<file path="src/game_pkg.sv">
// Game geometry and constants
`default_nettype none

package game_pkg;

	// Matrix geometry
	localparam int MATRIX_ROWS = 8;
	localparam int MATRIX_COLS = 8;

	// One matrix row, bit k lights column k
	typedef logic [MATRIX_COLS-1:0] row_t;

	typedef logic [$clog2(MATRIX_COLS)-1:0] col_t;

	// Full picture, index 0 is the bottom row
	typedef row_t [MATRIX_ROWS-1:0] image_t;

	// One-cycle button strobes
	typedef struct packed {
		logic start;
		logic left;
		logic right;
	} buttons_t;

	// Clock cycles between two scroll steps
	localparam int STEP_TICKS = 64;

	localparam col_t START_COL = 3'd4;

	// Two bars on columns 5 to 7, in rows 2 and 4
	localparam image_t BG_INIT = 64'h0000_00E0_00E0_0000;

endpackage

`default_nettype wire

</file>
<file path="src/max7219_pkg.sv">
// MAX7219 serial definitions
`default_nettype none

package max7219_pkg;

	// One 16-bit command word, sent MSB first
	typedef struct packed {
		logic [3:0] unused;
		logic [3:0] addr;
		logic [7:0] data;
	} frame_t;

	// Serial pins toward the controller
	typedef struct packed {
		logic din;
		logic cs_n;
		logic sclk;
	} serial_t;

	// Controller register map
	localparam logic [3:0] REG_DIGIT0       = 4'h1;
	localparam logic [3:0] REG_DECODE       = 4'h9;
	localparam logic [3:0] REG_INTENSITY    = 4'hA;
	localparam logic [3:0] REG_SCAN_LIMIT   = 4'hB;
	localparam logic [3:0] REG_SHUTDOWN     = 4'hC;
	localparam logic [3:0] REG_DISPLAY_TEST = 4'hF;

	localparam logic [3:0] INTENSITY = 4'hA;

	localparam int FRAME_BITS  = 16;
	localparam int INIT_FRAMES = 5;

endpackage

`default_nettype wire

</file>
<file path="src/background_scroll.sv">
// Scrolling background rows
`timescale 1ns/1ps
`default_nettype none

module background_scroll
	import game_pkg::*;
#(
	parameter int step_ticks = STEP_TICKS
) (
	input  logic   clock_50,
	input  logic   arst_n,
	input  logic   run,
	input  logic   restart,
	output image_t rows
);

	localparam int CNT_W = $clog2(step_ticks);

	logic [CNT_W-1:0] tick_cnt;
	logic             step;

	// Prescaler wrap marks one scroll step
	assign step = (tick_cnt == CNT_W'(step_ticks - 1));

	always_ff @(posedge clock_50 or negedge arst_n) begin
		if (!arst_n) begin
			rows     <= BG_INIT;
			tick_cnt <= '0;
		end else if (restart) begin
			rows     <= BG_INIT;
			tick_cnt <= '0;
		end else if (run) begin
			if (step) begin
				tick_cnt <= '0;
				// Every row moves one down, top row refills empty
				rows <= image_t'(rows >> MATRIX_COLS);
			end else begin
				tick_cnt <= tick_cnt + 1'b1;
			end
		end
	end

endmodule

`default_nettype wire

</file>
<file path="src/game_control.sv">
// Game state machine and image merge
`timescale 1ns/1ps
`default_nettype none

module game_control
	import game_pkg::*;
(
	input  logic     clock_50,
	input  logic     arst_n,
	input  buttons_t buttons,
	input  col_t     col,
	input  image_t   rows,
	output logic     run,
	output logic     restart,
	output logic     left,
	output logic     right,
	output image_t   image,
	output logic     game_over
);

	typedef enum logic [1:0] {
		ST_IDLE,
		ST_RUNNING,
		ST_OVER
	} state_t;

	state_t state;
	logic   hit;

	// Background pixel on the player's spot
	assign hit = rows[0][col];

	assign run       = (state == ST_RUNNING) && !hit;
	assign restart   = buttons.start && (state != ST_RUNNING);
	assign game_over = (state == ST_OVER);

	// A lone strobe moves, start or the opposite strobe cancels it
	assign left  = buttons.left && !buttons.right && !buttons.start;
	assign right = buttons.right && !buttons.left && !buttons.start;

	always_ff @(posedge clock_50 or negedge arst_n) begin
		if (!arst_n) begin
			state <= ST_IDLE;
		end else if (restart) begin
			state <= ST_RUNNING;
		end else if (state == ST_RUNNING && hit) begin
			state <= ST_OVER;
		end
	end

	// Player dot drawn over the bottom background row
	always_comb begin
		image         = rows;
		image[0][col] = 1'b1;
	end

endmodule

`default_nettype wire

</file>
<file path="src/led_game_top.sv">
// LED matrix game top level
`timescale 1ns/1ps
`default_nettype none

module led_game_top
	import game_pkg::*;
	import max7219_pkg::*;
(
	input  logic     clock_50,
	input  logic     arst_n,
	input  buttons_t buttons,
	output serial_t  matrix,
	output logic     game_over
);

	logic   run;
	logic   restart;
	logic   left;
	logic   right;
	col_t   col;
	image_t rows;
	image_t image;

	//############################################################################
	// Game logic
	//############################################################################

	game_control i_game_control (
		.clock_50 (clock_50),
		.arst_n   (arst_n),
		.buttons  (buttons),
		.col      (col),
		.rows     (rows),
		.run      (run),
		.restart  (restart),
		.left     (left),
		.right    (right),
		.image    (image),
		.game_over(game_over)
	);

	player_position i_player_position (
		.clock_50(clock_50),
		.arst_n  (arst_n),
		.run     (run),
		.restart (restart),
		.left    (left),
		.right   (right),
		.col     (col)
	);

	background_scroll #(
		.step_ticks(STEP_TICKS)
	) i_background_scroll (
		.clock_50(clock_50),
		.arst_n  (arst_n),
		.run     (run),
		.restart (restart),
		.rows    (rows)
	);

	// Display side
	max7219_driver i_max7219_driver (
		.clock_50(clock_50),
		.arst_n  (arst_n),
		.image   (image),
		.matrix  (matrix)
	);

endmodule

`default_nettype wire

</file>
<file path="src/max7219_driver.sv">
// MAX7219 serial driver
`timescale 1ns/1ps
`default_nettype none

module max7219_driver
	import game_pkg::*;
	import max7219_pkg::*;
(
	input  logic    clock_50,
	input  logic    arst_n,
	input  image_t  image,
	output serial_t matrix
);

	localparam logic [3:0] FIRST_ROW  = 4'(INIT_FRAMES);
	localparam logic [3:0] LAST_PHASE = 4'(INIT_FRAMES + MATRIX_ROWS - 1);

	logic [3:0]                       phase;
	logic [$clog2(FRAME_BITS)-1:0]    bit_cnt;
	logic [FRAME_BITS-1:0]            shreg;
	logic [$clog2(MATRIX_ROWS)-1:0]   row_idx;
	image_t                           image_q;
	row_t                             row_data;
	frame_t                           next_frame;

	//############################################################################
	// Frame builder
	//############################################################################

	assign row_idx = 3'(phase - FIRST_ROW);

	// First row of a pass comes straight from the input, it is latched then
	assign row_data = (phase == FIRST_ROW) ? image[0] : image_q[row_idx];

	always_comb begin
		next_frame.unused = '0;
		case (phase)
			4'd0: begin
				next_frame.addr = REG_SHUTDOWN;
				next_frame.data = 8'd1;
			end
			4'd1: begin
				next_frame.addr = REG_DISPLAY_TEST;
				next_frame.data = 8'd0;
			end
			4'd2: begin
				next_frame.addr = REG_SCAN_LIMIT;
				next_frame.data = 8'd7;
			end
			4'd3: begin
				next_frame.addr = REG_DECODE;
				next_frame.data = 8'd0;
			end
			4'd4: begin
				next_frame.addr = REG_INTENSITY;
				next_frame.data = {4'h0, INTENSITY};
			end
			default: begin
				next_frame.addr = REG_DIGIT0 + {1'b0, row_idx};
				next_frame.data = row_data;
			end
		endcase
	end

	//############################################################################
	// Bit-serial shifter
	//############################################################################

	// Gap cycle starts a frame, then two cycles per bit
	always_ff @(posedge clock_50 or negedge arst_n) begin
		if (!arst_n) begin
			matrix  <= '{din: 1'b0, cs_n: 1'b1, sclk: 1'b1};
			phase   <= '0;
			bit_cnt <= '0;
		end else if (matrix.cs_n) begin
			matrix  <= '{din: next_frame[FRAME_BITS-1], cs_n: 1'b0, sclk: 1'b0};
			bit_cnt <= ($clog2(FRAME_BITS))'(FRAME_BITS - 1);
		end else if (!matrix.sclk) begin
			matrix.sclk <= 1'b1;
		end else if (bit_cnt == '0) begin
			// Last bit done, release chip select for one cycle
			matrix <= '{din: 1'b0, cs_n: 1'b1, sclk: 1'b1};
			phase  <= (phase == LAST_PHASE) ? FIRST_ROW : phase + 1'b1;
		end else begin
			matrix.din  <= shreg[FRAME_BITS-1];
			matrix.sclk <= 1'b0;
			bit_cnt     <= bit_cnt - 1'b1;
		end
	end

	// Shift data and the latched picture
	always_ff @(posedge clock_50) begin
		if (matrix.cs_n) begin
			shreg <= {next_frame[FRAME_BITS-2:0], 1'b0};
			if (phase == FIRST_ROW) begin
				image_q <= image;
			end
		end else if (matrix.sclk && bit_cnt != '0) begin
			shreg <= shreg << 1;
		end
	end

endmodule

`default_nettype wire

</file>
<file path="src/player_position.sv">
// Player column register
`timescale 1ns/1ps
`default_nettype none

module player_position
	import game_pkg::*;
(
	input  logic clock_50,
	input  logic arst_n,
	input  logic run,
	input  logic restart,
	input  logic left,
	input  logic right,
	output col_t col
);

	// Strobes arrive already qualified, only one of them at a time
	always_ff @(posedge clock_50 or negedge arst_n) begin
		if (!arst_n) begin
			col <= START_COL;
		end else if (restart) begin
			col <= START_COL;
		end else if (run) begin
			// Column wraps naturally at the register width
			if (left) begin
				col <= col + 1'b1;
			end else if (right) begin
				col <= col - 1'b1;
			end
		end
	end

endmodule

`default_nettype wire

</file>
<file path="config.mk">
export PLATFORM = sky130hd
export DESIGN_NAME = led_game_top
export DESIGN_NICKNAME = d
export VERILOG_FILES = /design/src/game_pkg.sv /design/src/max7219_pkg.sv /design/src/background_scroll.sv /design/src/game_control.sv /design/src/led_game_top.sv /design/src/max7219_driver.sv /design/src/player_position.sv
export SDC_FILE = /design/constraint.sdc
export NUM_CORES = 1
export LEC_CHECK = 0
export ABC_CLOCK_PERIOD_IN_PS = 11900
export BUFFER_PORTS_ARGS = -buffer_cell sky130_fd_sc_hd__buf_2
export CAP_MARGIN = 20
export CORE_MARGIN = 2
export CORE_UTILIZATION = 35
export DETAILED_ROUTE_END_ITERATION = 10
export GPL_TIMING_DRIVEN = 0
export PLACE_DENSITY = 0.45
export SYNTH_ARGS = -nofsm -noshare
export SYNTH_HDL_FRONTEND = slang
export SYNTH_HIERARCHICAL = 1
export SYNTH_SLANG_ARGS = --single-unit
</file>
<file path="constraint.sdc">
create_clock -name clock_50 -period 11.9 [get_ports clock_50]
set_clock_uncertainty 0.2 [all_clocks]
set_input_delay 1.19 -clock clock_50 [delete_from_list [all_inputs] [get_ports clock_50]]
set_output_delay 1.19 -clock clock_50 [all_outputs]
set_load 0.005 [all_outputs]
</file>
==> results of run 1 <==
cell type report:
class                           instances  area (um2)
Inverter                               13        48.8
Multi-Input combinational cell        278        1950
Buffer                                134         952
Clock inverter                          5         103
Clock buffer                           11         233
Fill cell                            1567        9720
Timing Repair Buffer                   10        95.1
Tap cell                              220         275
Sequential cell                       106        3020
final timing paths:
| kind | slack, ps | end | depth (start not counted) | start |
|---|---|---|---|---|
| min in group asynchronous | 650 | i_max7219_driver/bit_cnt[1]$_DFFE_PN0P_ | 1 | arst_n |
| worst max register to register | 7960 | i_max7219_driver/shreg[4]$_DFFE_PP_ | 9 | i_max7219_driver/phase[0]$_DFFE_PN0P_ |
| worst max-delay path | 7960 | i_max7219_driver/shreg[4]$_DFFE_PP_ | 9 | i_max7219_driver/phase[0]$_DFFE_PN0P_ |
| worst min-delay path | 250 | i_max7219_driver/shreg[14]$_SDFFE_PP0P_ | 2 | i_max7219_driver/shreg[13]$_SDFFE_PP0P_ |
| worst min register to register | 250 | i_max7219_driver/shreg[14]$_SDFFE_PP0P_ | 2 | i_max7219_driver/shreg[13]$_SDFFE_PP0P_ |
| max in group asynchronous | 10430 | i_background_scroll/rows[30]$_DFFE_PN0P_ | 1 | arst_n |
cells in the final DEF, fill, tap and decap left out, types with 3 or more instances in the layout:
master                      Yosys  routed
sky130_fd_sc_hd__a211oi_1       5       5
sky130_fd_sc_hd__a21o_1         4       4
sky130_fd_sc_hd__a21oi_1       17      17
sky130_fd_sc_hd__a31oi_1        5       5
sky130_fd_sc_hd__and2b_1        4       4
sky130_fd_sc_hd__buf_2          5      13
sky130_fd_sc_hd__buf_4        116     116
sky130_fd_sc_hd__bufinv_16      0       3
sky130_fd_sc_hd__clkbuf_1      12      14
sky130_fd_sc_hd__clkbuf_16      0       9
sky130_fd_sc_hd__conb_1         1      49
sky130_fd_sc_hd__dfrtp_1       22      22
sky130_fd_sc_hd__dfstp_2        5       5
sky130_fd_sc_hd__dfxtp_1        3       3
sky130_fd_sc_hd__edfxtp_1      76      76
sky130_fd_sc_hd__ha_1           7       7
sky130_fd_sc_hd__inv_1         12      12
sky130_fd_sc_hd__mux2i_1       11      11
sky130_fd_sc_hd__mux4_2        12      12
sky130_fd_sc_hd__nand2_1       22      22
sky130_fd_sc_hd__nand2b_1       7       7
sky130_fd_sc_hd__nand3_1        3       3
sky130_fd_sc_hd__nand3b_1       3       3
sky130_fd_sc_hd__nor2_1        29      28
sky130_fd_sc_hd__nor2b_1        8       8
sky130_fd_sc_hd__nor3_1         7       7
sky130_fd_sc_hd__nor3b_1        7       7
sky130_fd_sc_hd__o211ai_1       6       6
sky130_fd_sc_hd__o21ai_0       14      14
sky130_fd_sc_hd__o21bai_1       3       3
sky130_fd_sc_hd__o2bb2ai_1      4       4
sky130_fd_sc_hd__or3_1          4       4
sky130_fd_sc_hd__xor2_1         4       4
worst reg2reg max path: stages, from the launching register on:
cell and delay, ps:
sky130_fd_sc_hd__dfrtp_1 380, sky130_fd_sc_hd__buf_2 320, sky130_fd_sc_hd__buf_2 390, sky130_fd_sc_hd__inv_1 220
sky130_fd_sc_hd__ha_1 330, sky130_fd_sc_hd__clkbuf_1 370, sky130_fd_sc_hd__clkbuf_1 540, sky130_fd_sc_hd__mux4_1 440
sky130_fd_sc_hd__mux2_2 300, sky130_fd_sc_hd__o221a_1 210
flip-flops by register name, indices dropped and copies added, names as in the netlist, 3 cells and up:
signal and flops:
i_max7219_driver/bit_cnt 4, i_max7219_driver/matrix 3, i_player_position/col 3, i_max7219_driver/shreg 15, i_background_scroll/rows 5, i_background_scroll/tick_cnt 6
i_max7219_driver/image_q 64, i_max7219_driver/phase 4
cell families (layout without fill, tap and decap cells):
kind of cell	count (synthesis)	in the layout	share of synthesized area, %
buf+inv	147	173	17.3
flops	106	106	52.2
simple gates	106	106	9.68
compound gates	82	82	9.89
mux	28	28	8.12
fa+ha+maj	8	8	1.86
xor+xnor	5	5	0.886
other cells	1	49	0.0647
power breakdown:
group	internal (uW)	switching, uW	leakage (uW)
Sequential	408	11.1	0.00105
Combinational	59.8	60.3	0.00155
Clock	206	133	0.000160
metrics by stage:
stage | hold WS, ps | instances
final | 254 | 777
after global routing | 281 | 777
after CTS | 259 | 777
after detailed placement | 250 | 761
after global placement | 239 | 759
after floorplan | 232 | 531
layer usage:
metal  vias up  track usage [%]  part of all wire [%]
met4         0             4.60                   2.0
met3        12             3.10                   2.8
met5         -                0                     0
met1      1574             16.1                    47
li1       1714                -                     -
met2        39             20.6                    48
==> Flow_metrics.wiki, run 1 <==
{| class="wikitable"
! Metric !! Value
|-
| Run status || finished, final reports clean
|-
| Worst-Margin Slew || slightly below 900 ps
|-
| DRC violation count after routing || 0
|-
| Worst setup timing slack at the placement stage || 7840 ps
|-
| Number of antenna cells inserted || 0
|-
| Final global-route overflow total || 0
|-
| Max Cap Violations || 0
|-
| Die Area || around 18000 um2
|-
| Worst Setup Slack, final || ~8000 ps
|-
| Worst vdd rail ir drop || around 0.00007 V
|-
| Worst-skew pair later-pin latency || around 350 ps
|-
| Static leakage || roughly 0.0028 uW
|-
| Leading area contributor after synthesis || sky130_fd_sc_hd__edfxtp_1
|-
| Data arrival time of the worst path || between 3000 and 4000 ps
|-
| Hold crit path type || reg2reg
|-
| Routed via count divided by cell count || roughly 4.3
|-
| Count of state elements after synthesis || 106
|-
| Initial antenna violation count || 0
|-
| Number of instances in the synthesized netlist || around 480
|-
| Relative slew slack || between 40% and 50%
|-
| Number of buffers added by the clock tree synthesis step || 9
|-
| PnR Total Power || roughly 900 uW
|-
| Commonest cells in the netlist || 116 x sky130_fd_sc_hd__buf_4, 76 x sky130_fd_sc_hd__edfxtp_1, 29 x sky130_fd_sc_hd__nor2_1
|-
| CTS hold repair buffers || 0
|-
| Average detailed-routed wire length per instance || ~13 um
|-
| Post-synth ARST share || between 20% and 30%
|-
| Final count of hold timing violations || 0
|-
| Crit-path leading delay family || buffers and inverters
|-
| Clock transition at the register clock pins on the worst setup and hold paths after CTS || around 70 ps
|-
| Total negative slack for setup checks || 0 ps
|-
| Vert. Die Dim || between 100 and 150 um
|-
| Routability congestion estimate || just under 0.8
|-
| Worst-path cell with the longest stage delay || sky130_fd_sc_hd__clkbuf_1
|-
| CTS tree || built
|-
| Relative area change from synthesis to final layout || 15.4%
|-
| RSZ-0062 raised after global routing || false
|-
| Buf/Inv on CP || 5
|-
| Total standard cell area after synthesis || 5790 um2
|-
| Number of pins exceeding their max-slew limit in the final report || 0
|-
| Critical path fanouts, max || 10
|-
| Number of DRC markers in iteration 0 || about 210
|-
| EDFF count, synth || 76
|-
| Global-route wire length before repair || 17000 um
|-
| Cell with the most instances after synthesis || sky130_fd_sc_hd__buf_4
|-
| Pre-Repair DR Iteration Count || 4
|-
| Via count || 3339
|-
| PostCTS Resize Cnt || 0
|-
| Class of the most critical setup path || reg2reg
|-
| Total Routing Usage GR || between 10% and 20%
|-
| Crit path time final || 3940 ps
|-
| Area after DPL || 6350 um2
|-
| Sink count of the clock tree || approximately 110
|-
| Starting Density || between 30% and 40%
|-
| Top achievable clock speed || 0.254 GHz
|-
| Post-synthesis sequential area ratio || between 50% and 60%
|-
| Standard-cell rows || 47
|-
| H-Tree Level Count || 3
|-
| Category of the worst setup path capture point || flip-flop
|-
| Syn avg cell area || between 10 and 15 um2
|-
| Most frequently used flop master after synthesis || sky130_fd_sc_hd__edfxtp_1
|-
| Maximum clock insertion buffer count || 2
|-
| Final standard cell utilization of the core || between 40% and 50%
|-
| Setup crit start kind || flip-flop
|-
| Setup repair bufs after CTS || 0
|-
| Net count reported at finish || roughly 570
|-
| Overall die width || 133 um
|-
| Fin area || between 6000 and 7000 um2
|-
| Final period util || between 30% and 40%
|-
| Share of post-route cells with drive strength above 1 || 31.8%
|-
| Leading post-synthesis cells by cell area || sky130_fd_sc_hd__edfxtp_1 39%, sky130_fd_sc_hd__buf_4 15%, sky130_fd_sc_hd__dfrtp_1 9.5%
|-
| Final antenna-violating net count || 0
|-
| # port buffers || 8
|-
| Critical Path RT || approximately 12000 ps
|-
| Vias in the first global route || between 3000 and 4000
|-
| Largest net degree at the start of global routing || 28
|-
| Warning count from the yosys run || 6
|-
| Highest cell delay on the worst timing path || around 540 ps
|-
| Finish-stage setup viols || 0
|-
| Area share of the largest cell type after synthesis || 39.4%
|-
| Library cell used as clock root buffer || sky130_fd_sc_hd__clkbuf_16
|-
| Ordered list of cells on the worst path || buf_2 > buf_2 > inv_1 > ha_1 > clkbuf_1 > clkbuf_1 > mux4_1 > mux2_2 > o221a_1
|-
| Ports placed on the boundary || 9
|-
| Total power per unit cell area || about 130 nW/um2
|-
| HPWL reported at the end of detailed placement || roughly 7000 um
|-
| Core footprint || around 16000 um2
|-
| Final WL || 10200 um
|-
| Count of distinct cell types in the synthesized netlist || slightly below 70
|}
Power figures use the tool's default switching activity.
==> run 2: changes to the inputs <==
ABC_AREA = 1   (was not set)
ABC_CLOCK_PERIOD_IN_PS = 3900   (was 11900)
clock period = 3.9 ns   (was 11.9 ns; I/O delays follow)
==> Flow_metrics.wiki, run 2 <==
{| class="wikitable"
! Metric !! Value
|-
| Number of filler cells placed in the layout || around 1700
|-
| Class of the most critical setup path || reg2reg
|-
| Final antenna-violating net count || 0
|-
| Net switching power || just over 800 uW
|-
| CTS tree || built
|-
| Run status || finished, final reports clean
|-
| Worst-skew pair later-pin latency || between 300 and 400 ps
|-
| EDFF count, synth || 76
|-
| Routed via count divided by cell count || between 4 and 5
|-
| Category of the worst setup path capture point || flip-flop
|-
| Syn avg cell area || approximately 9.5 um2
|-
| Inst Count DP || roughly 910
|-
| Largest register FFs || 64
|-
| Final WL || roughly 12000 um
|-
| Vert. Die Dim || ~140 um
|-
| CTS hold repair buffers || 1
|-
| Total Routing Usage GR || between 10 and 15%
|-
| Data arrival time of the worst path || approximately 2600 ps
|-
| Proportion of power drawn by the clock network || 31.9%
|-
| Post-synth ARST share || between 20% and 30%
|-
| Final hold slack || between 100 and 150 ps
|-
| Core footprint || about 17000 um2
|-
| Hold crit path type || in2reg
|-
| Most frequently used flop master after synthesis || sky130_fd_sc_hd__edfxtp_1
|-
| Highest-count cells in the layout ignoring fill and taps || 135 x sky130_fd_sc_hd__nand2_1, 121 x sky130_fd_sc_hd__buf_4, 76 x sky130_fd_sc_hd__edfxtp_1, 63 x sky130_fd_sc_hd__nand3_1, 55 x sky130_fd_sc_hd__nor2_1
|-
| Number of pins exceeding their max-slew limit in the final report || 0
|-
| Share of post-route cells with drive strength above 1 || between 30% and 40%
|-
| Area share of the largest cell type after synthesis || 38.0%
|-
| Worst Setup Slack, final || about 1200 ps
|-
| Routability congestion estimate || slightly below 0.8
|-
| Worst vdd rail ir drop || around 0.00021 V
|-
| Die Area || around 18000 um2
|-
| Largest net degree at the start of global routing || 31
|-
| Net Sw Frac || 28.2%
|-
| PostCTS Resize Cnt || 0
|-
| DRC violation count after routing || 0
|-
| Final count of hold timing violations || 0
|-
| Crit path time final || ~2700 ps
|-
| Number of buffers added by the clock tree synthesis step || 9
|-
| Net count reported at finish || about 700
|-
| Fin area || 6870 um2
|-
| Sink count of the clock tree || ~110
|-
| Relative slew slack || a little under three fifths
|-
| Relative area change from synthesis to final layout || 14.3%
|-
| Leading cell type in the layout, fill and taps excluded || sky130_fd_sc_hd__nand2_1
|-
| Commonest cells in the netlist || 135 x sky130_fd_sc_hd__nand2_1, 121 x sky130_fd_sc_hd__buf_4, 76 x sky130_fd_sc_hd__edfxtp_1
|-
| Initial antenna violation count || 0
|-
| Sequential fraction of design power || a little under half
|-
| H-Tree Level Count || 3
|-
| Registers with the most flip-flops || i_max7219_driver/image_q x64, i_max7219_driver/shreg x15, i_background_scroll/tick_cnt x6
|-
| Critical path fanouts, max || 12
|-
| Leading post-synthesis cells by cell area || sky130_fd_sc_hd__edfxtp_1 38%, sky130_fd_sc_hd__buf_4 15%, sky130_fd_sc_hd__dfrtp_1 9.2%
|-
| Vias in the first global route || between 3000 and 4000
|-
| Number of DRC markers in iteration 0 || 196
|-
| Final Instance Count excl. Fillers || 929
|-
| # port buffers || 8
|-
| Critical Path RT || about 3800 ps
|-
| Final period util || between 60% and 70%
|-
| Maximum clock insertion buffer count || 2
|-
| RSZ-0062 raised after global routing || false
|-
| Number of antenna cells inserted || 0
|-
| Count of state elements after synthesis || 106
|-
| Max Cap Violations || 0
|-
| Finish-stage setup viols || 0
|-
| PnR Total Power || 2860 uW
|-
| Final global-route overflow total || 0
|-
| Leading area contributor after synthesis || sky130_fd_sc_hd__edfxtp_1
|-
| Number of instances in the synthesized netlist || ~630
|-
| Library cell used as clock root buffer || sky130_fd_sc_hd__clkbuf_16
|-
| Top register by number of flip-flops || i_max7219_driver/image_q
|-
| Global-route wire length before repair || ~20000 um
|-
| Setup repair bufs after CTS || 0
|-
| Ports placed on the boundary || 9
|-
| Overall die width || 135 um
|-
| Total standard cell area after synthesis || approximately 6000 um2
|-
| Static leakage || 0.00318 uW
|-
| Starting Density || between 30% and 40%
|-
| Total power per unit cell area || around 420 nW/um2
|-
| Worst setup timing slack at the placement stage || 1190 ps
|-
| Worst-Margin Slew || 655 ps
|-
| Pre-Repair DR Iteration Count || 4
|-
| Share of total power in combinational logic || 21.1%
|-
| Standard-cell rows || 47
|-
| Post-synthesis sequential area ratio || between 50% and 60%
|-
| Clock transition at the register clock pins on the worst setup and hold paths after CTS || about 70 ps
|-
| Via count || 3981
|-
| Setup crit start kind || flip-flop
|-
| HPWL reported at the end of detailed placement || 8220 um
|-
| Area after DPL || between 6000 and 7000 um2
|-
| Top achievable clock speed || 0.377 GHz
|-
| Average detailed-routed wire length per instance || between 10 and 15 um
|-
| Cell with the most instances after synthesis || sky130_fd_sc_hd__nand2_1
|-
| Internal power || ~2100 uW
|-
| Warning count from the yosys run || 6
|-
| Count of distinct cell types in the synthesized netlist || between 40 and 50
|}
## run 2: cell count changes in the layout (fill, tap and decap cells not counted), moves of 11 or more
cell	previous run	this run
sky130_fd_sc_hd__clkbuf_1	14	2
sky130_fd_sc_hd__inv_1	12	30
sky130_fd_sc_hd__mux2i_1	11	0
sky130_fd_sc_hd__mux4_2	12	0
sky130_fd_sc_hd__nand2_1	22	135
sky130_fd_sc_hd__nand3_1	3	63
sky130_fd_sc_hd__nor2_1	28	55
## run 2: metal layers
metal  vias up  part of all wire, %  track usage (%)  routed length [um]
met5         -                    0                0                   0
met4         0                  1.6             5.32                 186
met3        16                  2.4             2.36                 281
met2        43                   47             22.5                5520
met1      1853                   49             19.5                5800
li1       2069                    -                -                   -
## run 2: layout make-up
type	instances	area, um2	share of cell area [%]
sequential	106	3020	44.0
multi-input combinational	404	1980	28.9
buffer	132	1030	15.0
clock buffer	15	290	4.23
tap	220	275	4.01
inverter	40	163	2.37
timing repair buffer	11	97.6	1.42
clock inverter	1	6.26	0.0911
## run 2: metrics by stage
stage | TNS, ps | util [%]
CTS | 0 | 41.1
detailed placement | 0 | 39.3
global route | 0 | 41.1
floorplan | 0 | -
finish | 0 | 41.1
global placement | -31900 | 39.0
## run 2: power groups by stage
stage	combinational [uW]	clock, uW	sequential (uW)
after floorplan	497	0	1350
after global placement	581	0	1370
after detailed placement	600	0	1370
after CTS	605	953	1350
after global routing	693	997	1360
final	605	912	1350
## run 2: kinds of logic (layout without fill, tap and decap cells)
kind of cell | after synthesis | in the layout | synth area share (%)
compound gates | 50 | 50 | 5.31
xor+xnor | 1 | 1 | 0.146
fa+ha+maj | 8 | 8 | 1.79
buf+inv | 172 | 199 | 19.8
flops | 106 | 106 | 50.3
other cells | 1 | 49 | 0.0624
simple gates | 296 | 296 | 22.6
## run 2: path summary, 6_finish.rpt
check,cells after the start,endpoint,slack [ps],start
max,12,i_max7219_driver/shreg[8]$_DFFE_PP_,1250,i_max7219_driver/phase[0]$_DFFE_PN0P_
min in group asynchronous,2,i_max7219_driver/phase[2]$_DFFE_PN0P_,400,arst_n
max reg2reg,12,i_max7219_driver/shreg[8]$_DFFE_PP_,1250,i_max7219_driver/phase[0]$_DFFE_PN0P_
min,3,i_game_control/state[0]$_DFFE_PN0P_,140,buttons[2]
min reg2reg,2,i_max7219_driver/matrix[2]$_DFFE_PN0P_,270,i_max7219_driver/shreg[15]$_SDFFE_PP0P_
max in group asynchronous,2,i_background_scroll/tick_cnt[1]$_DFFE_PN0P_,2660,arst_n
## run 2: critical path, stage by stage, from the launching register on
cell                      delay [ps]
sky130_fd_sc_hd__dfrtp_1         420
sky130_fd_sc_hd__buf_6           170
sky130_fd_sc_hd__inv_4           100
sky130_fd_sc_hd__buf_4           220
sky130_fd_sc_hd__ha_1            260
sky130_fd_sc_hd__buf_4           190
sky130_fd_sc_hd__inv_2           170
sky130_fd_sc_hd__buf_4           240
sky130_fd_sc_hd__nand3_1         140
sky130_fd_sc_hd__nand3_1          90
sky130_fd_sc_hd__nand3_1          80
sky130_fd_sc_hd__nand2_1          80
sky130_fd_sc_hd__nand2_1          40
==> run 3: changes to the inputs <==
ABC_CLOCK_PERIOD_IN_PS = 2190   (was 3900)
PLACE_DENSITY = 0.47   (was 0.45)
clock period = 2.19 ns   (was 3.9 ns; I/O delays follow)
==> Flow_metrics.wiki, run 3 (synthesized netlist as in run 2, its figures left out) <==
{| class="wikitable"
! Metric !! Value
|-
| FF-to-FF path depth || 10
|-
| Total Routing Usage GR || between 10% and 20%
|-
| Largest net degree at the start of global routing || 32
|-
| Area taken by flip-flops and latches || between 3000 and 4000 um2
|-
| HPWL reported at the end of detailed placement || just over 8000 um
|-
| Hold crit path type || in2reg
|-
| Max Cap Violations || 0
|-
| Category of the worst setup path capture point || flip-flop
|-
| Average detailed-routed wire length per instance || around 13 um
|-
| Reg2Reg Setup Slack || 110 ps
|-
| PnR Total Power || approximately 5200 uW
|-
| Final period util || around 95%
|-
| Total negative slack for setup checks || 0 ps
|-
| Crit Reg-Reg Startpoint || i_max7219_driver/phase[0]$_DFFE_PN0P_
|-
| Overall die width || approximately 140 um
|-
| Multi-input gate area in the final layout || 2050 um2
|-
| Die Area || between 15000 and 20000 um2
|-
| Relative slew slack || 56.3%
|-
| Share of post-route cells with drive strength above 1 || roughly 33%
|-
| CTS tree || built
|-
| Final count of hold timing violations || 0
|-
| Maximum clock insertion buffer count || 2
|-
| Finish-stage setup viols || 0
|-
| Total power per unit cell area || around 720 nW/um2
|-
| Core footprint || between 15000 and 20000 um2
|-
| Setup crit start kind || flip-flop
|-
| Library cell used as clock root buffer || sky130_fd_sc_hd__clkbuf_16
|-
| Critical path fanouts, max || 10
|-
| Number of gates on the worst path with buffers counted || 10
|-
| Number of buffers added by the clock tree synthesis step || 9
|-
| Worst vdd rail ir drop || between 0.0004 and 0.0005 V
|-
| Clock transition at the register clock pins on the worst setup and hold paths after CTS || ~70 ps
|-
| DRC violation count after routing || 0
|-
| Setup crit start || i_max7219_driver/phase[0]$_DFFE_PN0P_
|-
| Final antenna-violating net count || 0
|-
| Worst-skew pair later-pin latency || roughly 350 ps
|-
| Global-route wire length before repair || about 19000 um
|-
| Routed via count divided by cell count || 4.28
|-
| Registers with the most flip-flops || i_max7219_driver/image_q x64, i_max7219_driver/shreg x15, i_background_scroll/tick_cnt x6
|-
| Endpoint of the most critical register-to-register path || i_max7219_driver/shreg[8]$_DFFE_PP_
|-
| Starting Density || 36.0%
|-
| Number of DRC markers in iteration 0 || about 130
|-
| Worst-path cell with the longest stage delay || sky130_fd_sc_hd__dfrtp_1
|-
| Class of the most critical setup path || reg2reg
|-
| Crit path top cell by count || sky130_fd_sc_hd__nand2_1
|-
| Sink count of the clock tree || between 100 and 150
|-
| Vias in the first global route || 3752
|-
| Crit-path leading delay family || simple AND/OR/NAND/NOR gates
|-
| Endpoint of the most critical setup path || i_max7219_driver/shreg[8]$_DFFE_PP_
|-
| Worst-Margin Slew || 655 ps
|-
| Data arrival time of the worst path || between 1500 and 2000 ps
|-
| Initial antenna violation count || 0
|-
| Largest register FFs || 64
|-
| Leading cell type in the layout, fill and taps excluded || sky130_fd_sc_hd__nand2_1
|-
| Buf/Inv on CP || 3
|-
| Highest-count cells in the layout ignoring fill and taps || 135 x sky130_fd_sc_hd__nand2_1, 129 x sky130_fd_sc_hd__buf_4, 76 x sky130_fd_sc_hd__edfxtp_1, 59 x sky130_fd_sc_hd__nand3_1, 54 x sky130_fd_sc_hd__nor2_1
|-
| Via count || 4042
|-
| Top register by number of flip-flops || i_max7219_driver/image_q
|-
| Run status || finished, final reports clean
|-
| Net count reported at finish || 732
|-
| Standard-cell rows || 47
|-
| RSZ-0062 raised after global routing || false
|-
| Number of antenna cells inserted || 0
|-
| Final hold slack || approximately 120 ps
|-
| Vert. Die Dim || about 140 um
|-
| Number of filler cells placed in the layout || around 1700
|-
| Pre-Repair DR Iteration Count || 4
|-
| Critical Path RT || between 2000 and 2500 ps
|-
| Relative area change from synthesis to final layout || 18.6%
|-
| Static leakage || 0.00327 uW
|-
| # port buffers || 8
|-
| Top achievable clock speed || approximately 0.48 GHz
|-
| Final WL || ~12000 um
|-
| Final global-route overflow total || 0
|-
| Ports placed on the boundary || 9
|-
| Routability congestion estimate || ~0.75
|-
| Number of pins exceeding their max-slew limit in the final report || 0
|-
| H-Tree Level Count || 3
|-
| Highest cell delay on the worst timing path || approximately 400 ps
|-
| Crit path time final || 2080 ps
|-
| Ordered list of cells on the worst path || buf_8 > inv_12 > ha_2 > nand2_1 > nand2_4 > inv_8 > nand3_1 > nand3_1 > nand2_1 > nand2_1
|}
[run 3: changes by cell type in the layout (fill, tap and decap cells not counted), sizes merged]
cell	before	now
clkbuf	19	15
bufinv	0	1
buf	138	151
dlygate4sd3	1	2
clkinv	0	3
clkinvlp	0	1
[run 3: layout make-up]
type | instances | share of cell area [%]
Clock inverter | 5 | 0.773
Buffer | 131 | 14.7
Sequential cell | 106 | 42.4
Tap cell | 220 | 3.86
Inverter | 40 | 2.53
Clock buffer | 11 | 3.41
Timing Repair inverter | 1 | 0.123
Multi-Input combinational cell | 404 | 28.7
Timing Repair Buffer | 26 | 3.48
[run 3: what timing repair did]
| action | 4_1_cts | 5_1_grt |
|---|---|---|
| gates cloned | 0 | 2 |
| setup buffers | 2 | 11 |
| pin swaps | 0 | 3 |
| gates resized for setup | 13 | 6 |
| endpoints found under the hold margin | 24 | 0 |
| endpoints found under the setup margin | 24 | 69 |
| hold buffers | 2 | 0 |
[run 3: tightest hold or removal path, stage by stage]
cell and delay (ps):
sky130_fd_sc_hd__buf_2 90, sky130_fd_sc_hd__nor3_1 50, sky130_fd_sc_hd__o21ai_2 160, sky130_fd_sc_hd__nand3_1 70, sky130_fd_sc_hd__nand2_1 60
[run 3: how the worst min path moves through the flow]
stage / from / to / slack [ps] / cells past startpoint
finish: buttons[1] / i_player_position/col[1]$_DFFE_PN0P_ / 120 / 5
global route: buttons[1] / i_player_position/col[1]$_DFFE_PN0P_ / 140 / 5
CTS: buttons[1] / i_player_position/col[1]$_DFFE_PN0P_ / 100 / 5
detailed placement: arst_n / i_max7219_driver/matrix[2]$_DFFE_PN0P_ / 90 / 1
global placement: arst_n / i_max7219_driver/matrix[2]$_DFFE_PN0P_ / 80 / 1
floorplan: arst_n / i_background_scroll/rows[14]$_DFFE_PN0P_ / -280 / 0
[run 3: report_power, final]
| group | total (uW) | switching (uW) | internal (uW) |
|---|---|---|---|
| registers | 2390 | 108 | 2280 |
| logic | 1140 | 635 | 503 |
| clock network | 1630 | 719 | 915 |
| total | 5160 | 1460 | 3700 |
[run 3: per-stage QoR]
step           utilization [%]  setup slack (ps)  std cells  area, um2
2_1_floorplan                -              -313        682       6220
3_3_place_gp              39.2              -925        910       6540
3_5_place_dp              39.4              -428        912       6580
4_1_cts                   41.6              2.37        931       6950
5_1_grt                   42.7              3.75        944       7120
6_report                  42.7               105        944       7120
[run 3: routing by layer]
| layer | global-route usage (%) | vias to the layer above | wire length [um] |
|---|---|---|---|
| met5 | 0 | - | 0 |
| met4 | 5.90 | 0 | 216 |
| met3 | 2.55 | 12 | 475 |
| met2 | 22.3 | 65 | 5610 |
| li1 | - | 2105 | - |
| met1 | 18.0 | 1860 | 5660 |
